--- config.mk ---
export PLATFORM = sky130hd
export DESIGN_NAME = div_top
export DESIGN_NICKNAME = d
export VERILOG_FILES = /design/src/div_pkg.sv /design/src/div_datapath.sv /design/src/div_request_capture.sv /design/src/div_request_fifo.sv /design/src/div_sequencer.sv /design/src/div_top.sv
export SDC_FILE = /design/constraint.sdc
export NUM_CORES = 1
export LEC_CHECK = 0
export BUFFER_PORTS_ARGS = -buffer_cell sky130_fd_sc_hd__buf_2
export CORE_UTILIZATION = 60
export DETAILED_ROUTE_END_ITERATION = 6
export GPL_ROUTABILITY_DRIVEN = 0
export PLACE_DENSITY = 0.84
export SYNTH_ARGS = -nofsm -noshare
export SYNTH_HDL_FRONTEND = slang
export SYNTH_SLANG_ARGS = --single-unit
--- constraint.sdc ---
create_clock -name clk -period 3.4 [get_ports clk]
set_clock_uncertainty 0.1 [all_clocks]
set_input_delay 0.51 -clock clk [delete_from_list [all_inputs] [get_ports clk]]
set_output_delay 0.51 -clock clk [all_outputs]
set_load 0.005 [all_outputs]
--- src/div_pkg.sv ---
package div_pkg;

    // operand and result width
    localparam int div_width = 16;

    // partial remainder plus one guard bit
    localparam int acc_width = div_width + 1;

    localparam int step_w = 5;          // counts 0 .. div_width
    localparam int tag_w = 4;           // wraps modulo 16

    localparam int fifo_depth = 4;
    localparam int fifo_ptr_w = 2;

    // request word {dividend, divisor, zero flag, tag}
    localparam int entry_w = 2 * div_width + 1 + tag_w;

    // field positions inside a request word
    localparam int zero_bit = tag_w;
    localparam int divisor_lsb = zero_bit + 1;
    localparam int dividend_lsb = divisor_lsb + div_width;

    // sequencer FSM encoding
    localparam logic [1:0] seq_idle = 2'd0;
    localparam logic [1:0] seq_run = 2'd1;
    localparam logic [1:0] seq_finish = 2'd2;

endpackage

--- src/div_datapath.sv ---
`timescale 1ns/100ps

module div_datapath (
    input  logic                          clk,
    input  logic                          reset,
    input  logic                          load,
    input  logic                          step,
    input  logic                          clear,
    input  logic [div_pkg::div_width-1:0] dividend,
    input  logic [div_pkg::div_width-1:0] divisor,
    output logic [div_pkg::step_w-1:0]    step_count,
    output logic [div_pkg::div_width-1:0] quotient,
    output logic [div_pkg::div_width-1:0] remainder
);

    logic [div_pkg::acc_width-1:0] divisor_r;
    logic [div_pkg::div_width-1:0] quo_r;
    logic [div_pkg::acc_width-1:0] acc_r;
    logic [div_pkg::acc_width-1:0] shifted;
    logic [div_pkg::acc_width-1:0] diff;
    logic                          negative;
    logic [div_pkg::acc_width-1:0] acc_next;
    logic [div_pkg::div_width-1:0] quo_next;

    // divisor held for the whole division
    always_ff @(posedge clk) begin
        if (load) begin
            divisor_r <= {1'b0, divisor};       // guard bit clear
        end
    end

    // partial remainder shifted left with the next dividend bit at the bottom
    assign shifted = {acc_r[div_pkg::div_width-1:0], quo_r[div_pkg::div_width-1]};

    assign diff = shifted - divisor_r;

    // guard bit set means the trial subtract went below zero
    assign negative = diff[div_pkg::acc_width-1];

    // restore on a negative result
    always_comb begin
        if (negative) begin
            acc_next = shifted;
        end else begin
            acc_next = diff;
        end
    end

    assign quo_next = {quo_r[div_pkg::div_width-2:0], ~negative};

    // quotient bits shift in behind the dividend
    always_ff @(posedge clk) begin
        if (load) begin
            quo_r <= dividend;
        end else if (step) begin
            quo_r <= quo_next;
        end
    end

    always_ff @(posedge clk) begin
        if (load || clear) begin
            acc_r <= '0;
        end else if (step) begin
            acc_r <= acc_next;
        end
    end

    always_ff @(posedge clk or negedge reset) begin
        if (!reset) begin
            step_count <= '0;
        end else if (load || clear) begin
            step_count <= '0;
        end else if (step) begin
            step_count <= step_count + 1'b1;    // div_width after last step
        end
    end

    assign quotient = quo_r;
    assign remainder = acc_r[div_pkg::div_width-1:0];   // guard bit is zero here

endmodule

--- src/div_request_capture.sv ---
`timescale 1ns/100ps

module div_request_capture (
    input  logic                          clk,
    input  logic                          reset,
    input  logic                          req_valid,
    input  logic [div_pkg::div_width-1:0] req_dividend,
    input  logic [div_pkg::div_width-1:0] req_divisor,
    input  logic                          full,
    output logic                          push,
    output logic [div_pkg::entry_w-1:0]   push_entry,
    output logic                          req_accepted,
    output logic                          req_dropped,
    output logic [div_pkg::tag_w-1:0]     req_tag
);

    logic                          req_q;
    logic [div_pkg::div_width-1:0] dividend_q;
    logic [div_pkg::div_width-1:0] divisor_q;
    logic                          zero_q;
    logic [div_pkg::tag_w-1:0]     tag_cnt;

    always_ff @(posedge clk or negedge reset) begin
        if (!reset) begin
            req_q <= 1'b0;
        end else begin
            req_q <= req_valid;
        end
    end

    always_ff @(posedge clk) begin
        if (req_valid) begin
            dividend_q <= req_dividend;
            divisor_q <= req_divisor;
            zero_q <= (req_divisor == '0);      // divide by zero flag
        end
    end

    // full is looked at in the push cycle
    assign push = req_q && !full;
    assign req_dropped = req_q && full;
    assign req_accepted = push;

    always_ff @(posedge clk or negedge reset) begin
        if (!reset) begin
            tag_cnt <= '0;
        end else if (push) begin
            tag_cnt <= tag_cnt + 1'b1;          // drops keep the tag
        end
    end

    assign push_entry = {dividend_q, divisor_q, zero_q, tag_cnt};
    assign req_tag = tag_cnt;                   // tag of this cycle's accept

endmodule

--- src/div_request_fifo.sv ---
`timescale 1ns/100ps

module div_request_fifo (
    input  logic                        clk,
    input  logic                        reset,
    input  logic                        push,
    input  logic [div_pkg::entry_w-1:0] push_entry,
    input  logic                        pop,
    output logic [div_pkg::entry_w-1:0] head_entry,
    output logic                        empty,
    output logic                        full
);

    logic [div_pkg::entry_w-1:0]    mem [div_pkg::fifo_depth];
    logic [div_pkg::fifo_ptr_w-1:0] wr_ptr;
    logic [div_pkg::fifo_ptr_w-1:0] rd_ptr;
    logic [div_pkg::fifo_ptr_w:0]   count;
    logic                           do_push;
    logic                           do_pop;

    assign empty = (count == '0);
    assign full = (count == (div_pkg::fifo_ptr_w + 1)'(div_pkg::fifo_depth));

    assign do_push = push && !full;             // push on full is lost
    assign do_pop = pop && !empty;

    assign head_entry = mem[rd_ptr];            // valid while not empty

    always_ff @(posedge clk) begin
        if (do_push) begin
            mem[wr_ptr] <= push_entry;
        end
    end

    always_ff @(posedge clk or negedge reset) begin
        if (!reset) begin
            wr_ptr <= '0;
        end else if (do_push) begin
            wr_ptr <= wr_ptr + 1'b1;            // wraps at depth
        end
    end

    always_ff @(posedge clk or negedge reset) begin
        if (!reset) begin
            rd_ptr <= '0;
        end else if (do_pop) begin
            rd_ptr <= rd_ptr + 1'b1;
        end
    end

    // both strobes together leave the occupancy unchanged
    always_ff @(posedge clk or negedge reset) begin
        if (!reset) begin
            count <= '0;
        end else begin
            case ({do_push, do_pop})
                2'b10: begin
                    count <= count + 1'b1;
                end
                2'b01: begin
                    count <= count - 1'b1;
                end
                default: begin
                    count <= count;
                end
            endcase
        end
    end

endmodule

--- src/div_sequencer.sv ---
`timescale 1ns/100ps

module div_sequencer (
    input  logic                          clk,
    input  logic                          reset,
    input  logic                          empty,
    input  logic [div_pkg::entry_w-1:0]   head_entry,
    output logic                          pop,
    output logic                          res_valid,
    output logic [div_pkg::tag_w-1:0]     res_tag,
    output logic [div_pkg::div_width-1:0] res_quotient,
    output logic [div_pkg::div_width-1:0] res_remainder,
    output logic                          res_div_zero
);

    logic [1:0]                    state;
    logic [1:0]                    state_next;
    logic                          load;
    logic                          step;
    logic                          clear;
    logic                          head_zero;
    logic [div_pkg::tag_w-1:0]     tag_q;
    logic                          zero_q;
    logic [div_pkg::step_w-1:0]    step_count;
    logic [div_pkg::div_width-1:0] dp_quotient;
    logic [div_pkg::div_width-1:0] dp_remainder;

    assign head_zero = head_entry[div_pkg::zero_bit];

    div_datapath u_datapath (
        .clk        (clk),
        .reset      (reset),
        .load       (load),
        .step       (step),
        .clear      (clear),
        .dividend   (head_entry[div_pkg::dividend_lsb +: div_pkg::div_width]),
        .divisor    (head_entry[div_pkg::divisor_lsb +: div_pkg::div_width]),
        .step_count (step_count),
        .quotient   (dp_quotient),
        .remainder  (dp_remainder)
    );

    assign pop = (state == div_pkg::seq_idle) && !empty;
    assign load = pop;                          // same cycle as pop
    assign step = (state == div_pkg::seq_run);
    assign clear = (state == div_pkg::seq_finish);

    always_comb begin
        state_next = state;
        case (state)
            div_pkg::seq_idle: begin
                if (!empty) begin
                    state_next = head_zero ? div_pkg::seq_finish : div_pkg::seq_run;
                end
            end
            div_pkg::seq_run: begin
                // this step writes the last quotient bit
                if (step_count == div_pkg::step_w'(div_pkg::div_width - 1)) begin
                    state_next = div_pkg::seq_finish;
                end
            end
            default: begin
                state_next = div_pkg::seq_idle;
            end
        endcase
    end

    always_ff @(posedge clk or negedge reset) begin
        if (!reset) begin
            state <= div_pkg::seq_idle;
        end else begin
            state <= state_next;
        end
    end

    always_ff @(posedge clk) begin
        if (load) begin
            tag_q <= head_entry[div_pkg::tag_w-1:0];
            zero_q <= head_zero;
        end
    end

    // finish cycle reads the datapath registers directly
    assign res_valid = (state == div_pkg::seq_finish);
    assign res_tag = tag_q;
    assign res_div_zero = zero_q;
    assign res_quotient = zero_q ? '1 : dp_quotient;
    assign res_remainder = zero_q ? dp_quotient : dp_remainder;   // still the dividend

endmodule

--- src/div_top.sv ---
`timescale 1ns/100ps

module div_top (
    input  logic                          clk,
    input  logic                          reset,
    input  logic                          req_valid,
    input  logic [div_pkg::div_width-1:0] req_dividend,
    input  logic [div_pkg::div_width-1:0] req_divisor,
    output logic                          req_accepted,
    output logic [div_pkg::tag_w-1:0]     req_tag,
    output logic                          req_dropped,
    output logic                          res_valid,
    output logic [div_pkg::tag_w-1:0]     res_tag,
    output logic [div_pkg::div_width-1:0] res_quotient,
    output logic [div_pkg::div_width-1:0] res_remainder,
    output logic                          res_div_zero
);

    logic                        push;
    logic [div_pkg::entry_w-1:0] push_entry;
    logic                        full;
    logic                        pop;
    logic [div_pkg::entry_w-1:0] head_entry;
    logic                        empty;

    div_request_capture u_capture (
        .clk          (clk),
        .reset        (reset),
        .req_valid    (req_valid),
        .req_dividend (req_dividend),
        .req_divisor  (req_divisor),
        .full         (full),
        .push         (push),
        .push_entry   (push_entry),
        .req_accepted (req_accepted),
        .req_dropped  (req_dropped),
        .req_tag      (req_tag)
    );

    div_request_fifo u_fifo (
        .clk        (clk),
        .reset      (reset),
        .push       (push),
        .push_entry (push_entry),
        .pop        (pop),
        .head_entry (head_entry),
        .empty      (empty),
        .full       (full)
    );

    div_sequencer u_sequencer (
        .clk           (clk),
        .reset         (reset),
        .empty         (empty),
        .head_entry    (head_entry),
        .pop           (pop),
        .res_valid     (res_valid),
        .res_tag       (res_tag),
        .res_quotient  (res_quotient),
        .res_remainder (res_remainder),
        .res_div_zero  (res_div_zero)
    );

endmodule

==> flow_summary.yaml <==
place:
  detailed_place_hpwl_mm: 13.3
  io_buffer_count: 78
sta:
  worst_slew_margin_rel_pct: 32.8
  holdWs_ps: 64.6
  fin_crit_ps: 2840
  timing_hold_violations_final: 0
  tns_setup_ps: 0
  rsz0062_at_grt: "false"
  setup-violations-final: 0
  max_freq_mhz: 352
  max_slew.worst_pin.slew_ps: 1010
  finalMaxSlewViolations: 0
  finalCritPeriodShare_pct: 83.7
setup_path:
  reg2regPathDepth: 11
  timing.reg2reg.setup_slack_ps: 560
  critical-path-top-delay-family: "compound AO/OA/AOI/OAI gates"
  crit_buf_inv: 2
  r2r_start: "u_sequencer.u_datapath.quotient[15]"
  worst_ep_arrival_time_ps: 3130
  path_max_fanout: 13
  start_kind: "register"
  critical_path_s_slowest_cell: "sky130_fd_sc_hd__edfxtp_1"
  cp_data_required_time_ps: 3690
  criticalPathCategory: "reg2reg"
  worst_setup_path_end_kind: "register"
  timing.rr.end: "u_sequencer.u_datapath.acc_r[7]"
  max_stage_delay_ps: 380
  timing.critical_path.cells: "inv_1 > ha_1 > fa_1 > nand2b_1 > a21oi_2 > o21ai_2 > o211ai_4 > xnor2_2 > buf_4 > a32oi_1 > o21ai_0"
layout:
  fraction_of_final_layout_cells_sized_beyond_drive_strength_1_pct: 27.3
  postLayoutCoreUtil_pct: 71.2
  relative_area_change_from_synthesis_to_final_layout_pct: 14.4
  antennaDiodeCount: 0
  fin_nets: 792
cts:
  number_of_buffers_created_by_cts: 25
  clock_path_buffers: 3
  cts_num_sinks: 253
  clkTransAtPathRegs_ps: 70
  cts-root-buf: "sky130_fd_sc_hd__clkbuf_16"
  worstSkewPairLatency_ps: 510
  cts_tree: "built"
  ctsHtreeMaxLevel: 1
floorplanning:
  placement_rows: 47
  die_area_mm2: 0.0179
  core-area_mm2: 0.0168
  ioPinCount: 79
  floorplan.die.width_um: 134
  floorplan.initialDensity_pct: 62.3
  dieHeight_um: 134
synth:
  yosys.cell_count.top_type: "sky130_fd_sc_hd__edfxtp_1"
  mapped_cells: 646
  synth.avg_cell_area_um2: 16.2
  ys_seq_elements: 253
  synth_area_mm2: 0.0104
  synth_top_area_share_pct: 62.7
  ys_async_sr_fraction_pct: 7.51
  synthFlopType: "sky130_fd_sc_hd__edfxtp_1"
  yosysWarningCount: 0
  synth.net_count: 707
  post_synth_most_frequent_cells: "218 x sky130_fd_sc_hd__edfxtp_1, 81 x sky130_fd_sc_hd__nand2_1, 37 x sky130_fd_sc_hd__mux4_2, 27 x sky130_fd_sc_hd__inv_1, 24 x sky130_fd_sc_hd__ha_1"
  synth_cell_types: 57
  seq_area_frac_synth_pct: 70.4
  synthDominantAreaCellType: "sky130_fd_sc_hd__edfxtp_1"
  yosys-top-cells-area: "sky130_fd_sc_hd__edfxtp_1 63%, sky130_fd_sc_hd__mux4_2 8.0%, sky130_fd_sc_hd__dfrtp_1 4.6%"
  synth_enable_flop_cells: 218
detailed_routing:
  drt-wirelength-per-cell_um: 21.4
  post_drt_via_cell_ratio: 6.11
  detailedRoute.firstPassIterationCount: 5
  drc: 0
  total_wirelength_mm: 20.7
  dr_total_vias: 5912
  postRouteAntennaNets: 0
  drt-initial-drc-count: 548
pwr:
  irDropWorstVdd_v: 0.000553
  leakagePower_uw: 0.00442
  power.density_mw_per_mm2: 923
  power_uw: 11000
global_routing:
  grt_antenna_before_repair: 0
  grt_start_max_net_pins: 35
  wire_length_of_the_first_global_routing_pass_mm: 31.9
  overflow: 0
  grtUsageTotal_pct: 24.0
  grt_pass1_vias: 5914
hold_path:
  min_delay_path_depth: 1
  hp_class: "in2reg"
  hold_start: "req_dividend[4]"
  holdPathEnd: "u_capture.dividend_q[4]"
run:
  max_cap_viol_count: 0
status:
  status: "complete, no violations"
==> timing repair <==
action / 4_1_cts / 5_1_grt
buffers inserted: 0 / 0
resized for setup: 0 / 0
endpoints found under the hold margin: 19 / 0
hold buffers: 1 / 0
==> sequential cells by signal, summed over array words and instances (netlist names) <==
signal                             count
u_fifo.mem                           148
u_sequencer.u_datapath.divisor_r      16
u_sequencer.u_datapath.acc_r          16
u_sequencer.res_div_zero               1
u_sequencer.res_tag                    4
u_fifo.wr_ptr                          2
u_fifo.rd_ptr                          2
u_sequencer.u_datapath.step_count      5
u_capture.zero_q                       1
u_fifo.count                           3
u_sequencer.state                      2
u_capture.req_tag                      4
u_capture.req_q                        1
u_capture.dividend_q                  16
u_capture.divisor_q                   16
u_sequencer.u_datapath.quotient       16
==> stage by stage <==
| stage | cell area [um2] | std cells | setup WS, ps |
|---|---|---|---|
| 2_1_floorplan | 10400 | 646 | 856 |
| 3_3_place_gp | 11100 | 923 | 678 |
| 3_5_place_dp | 11100 | 923 | 589 |
| 4_1_cts | 11900 | 968 | 583 |
| 5_1_grt | 11900 | 968 | 374 |
| 6_report | 11900 | 968 | 556 |
==> cell type report <==
| cell class | instances | area (um2) |
|---|---|---|
| flip-flops and latches | 253 | 7340 |
| multi-input cells | 335 | 2850 |
| clock inverters | 13 | 174 |
| repair buffers | 89 | 551 |
| fillers | 1008 | 4820 |
| inverters | 27 | 101 |
| well taps | 220 | 275 |
| clock buffers | 31 | 648 |
==> placed cells by master (no fill, tap or decap), drive strengths merged, types with 4 or more instances in the layout <==
master | netlist | final
a21oi | 11 | 11
a32oi | 5 | 5
and2 | 4 | 4
buf | 14 | 88
bufinv | 0 | 4
clkbuf | 17 | 31
clkinv | 0 | 7
dfrtp | 19 | 19
dfxtp | 16 | 16
edfxtp | 218 | 218
ha | 24 | 24
inv | 27 | 28
mux2 | 17 | 17
mux4 | 37 | 37
nand2 | 81 | 81
nand2b | 7 | 7
nand3 | 13 | 13
nand4 | 5 | 5
nor2 | 13 | 13
nor2b | 5 | 5
nor3 | 6 | 6
nor4 | 5 | 5
o211ai | 4 | 4
o21ai | 21 | 21
o311ai | 6 | 6
or2 | 17 | 17
xnor2 | 14 | 14
xor2 | 9 | 9
==> metal layers <==
metal | up-vias | routed length, um | GRT usage, %
met2 | 309 | 10100 | 38.6
li1 | 2629 | - | -
met5 | - | 0 | 0
met1 | 2918 | 8320 | 33.0
met3 | 56 | 1630 | 3.70
met4 | 0 | 702 | 10.7
==> kinds of logic (layout without fill, tap and decap cells) <==
logic type	Yosys count	in the layout	share of synthesized area, %
multiplexers	55	55	9.91
buffers and inverters	58	160	2.36
XOR/XNOR	23	23	2.07
adder cells (fa/ha/maj)	26	26	3.26
AND/OR/NAND/NOR	163	163	7.40
flip-flops	253	253	70.4
AO/OA/AOI/OAI	68	68	4.64
==> report_power, final <==
part / internal (uW) / total (uW) / switching [uW] / leakage [uW]
clock: 1660 / 2760 / 1100 / 0.000402
sequential: 4410 / 4970 / 557 / 0.00240
combinational: 1480 / 3300 / 1820 / 0.00162
total: 7550 / 11000 / 3480 / 0.00442
==> worst reg2reg max path, delay by kind of cell (launching register included) <==
family | cells | cell delay, ps
AO/OA/AOI/OAI | 5 | 900
XOR/XNOR | 1 | 220
adder cells (fa/ha/maj) | 2 | 590
buffers and inverters | 2 | 330
flip-flops | 1 | 380
AND/OR/NAND/NOR | 1 | 200
==> worst max path at each step <==
stage / from / end / slack, ps / cells after the start
finish: u_sequencer.u_datapath.quotient[15] / u_sequencer.u_datapath.acc_r[7] / 560 / 11
detailed placement: u_sequencer.u_datapath.quotient[15] / u_sequencer.u_datapath.acc_r[7] / 590 / 11
global placement: u_sequencer.u_datapath.quotient[15] / u_sequencer.u_datapath.acc_r[5] / 680 / 10
floorplan: u_fifo.count[0] / u_fifo.mem[0][0] / 860 / 4
global route: u_sequencer.u_datapath.quotient[15] / u_sequencer.u_datapath.acc_r[13] / 370 / 11
CTS: u_sequencer.u_datapath.quotient[15] / u_sequencer.u_datapath.acc_r[7] / 580 / 11
(Power assumes the default switching activity.)
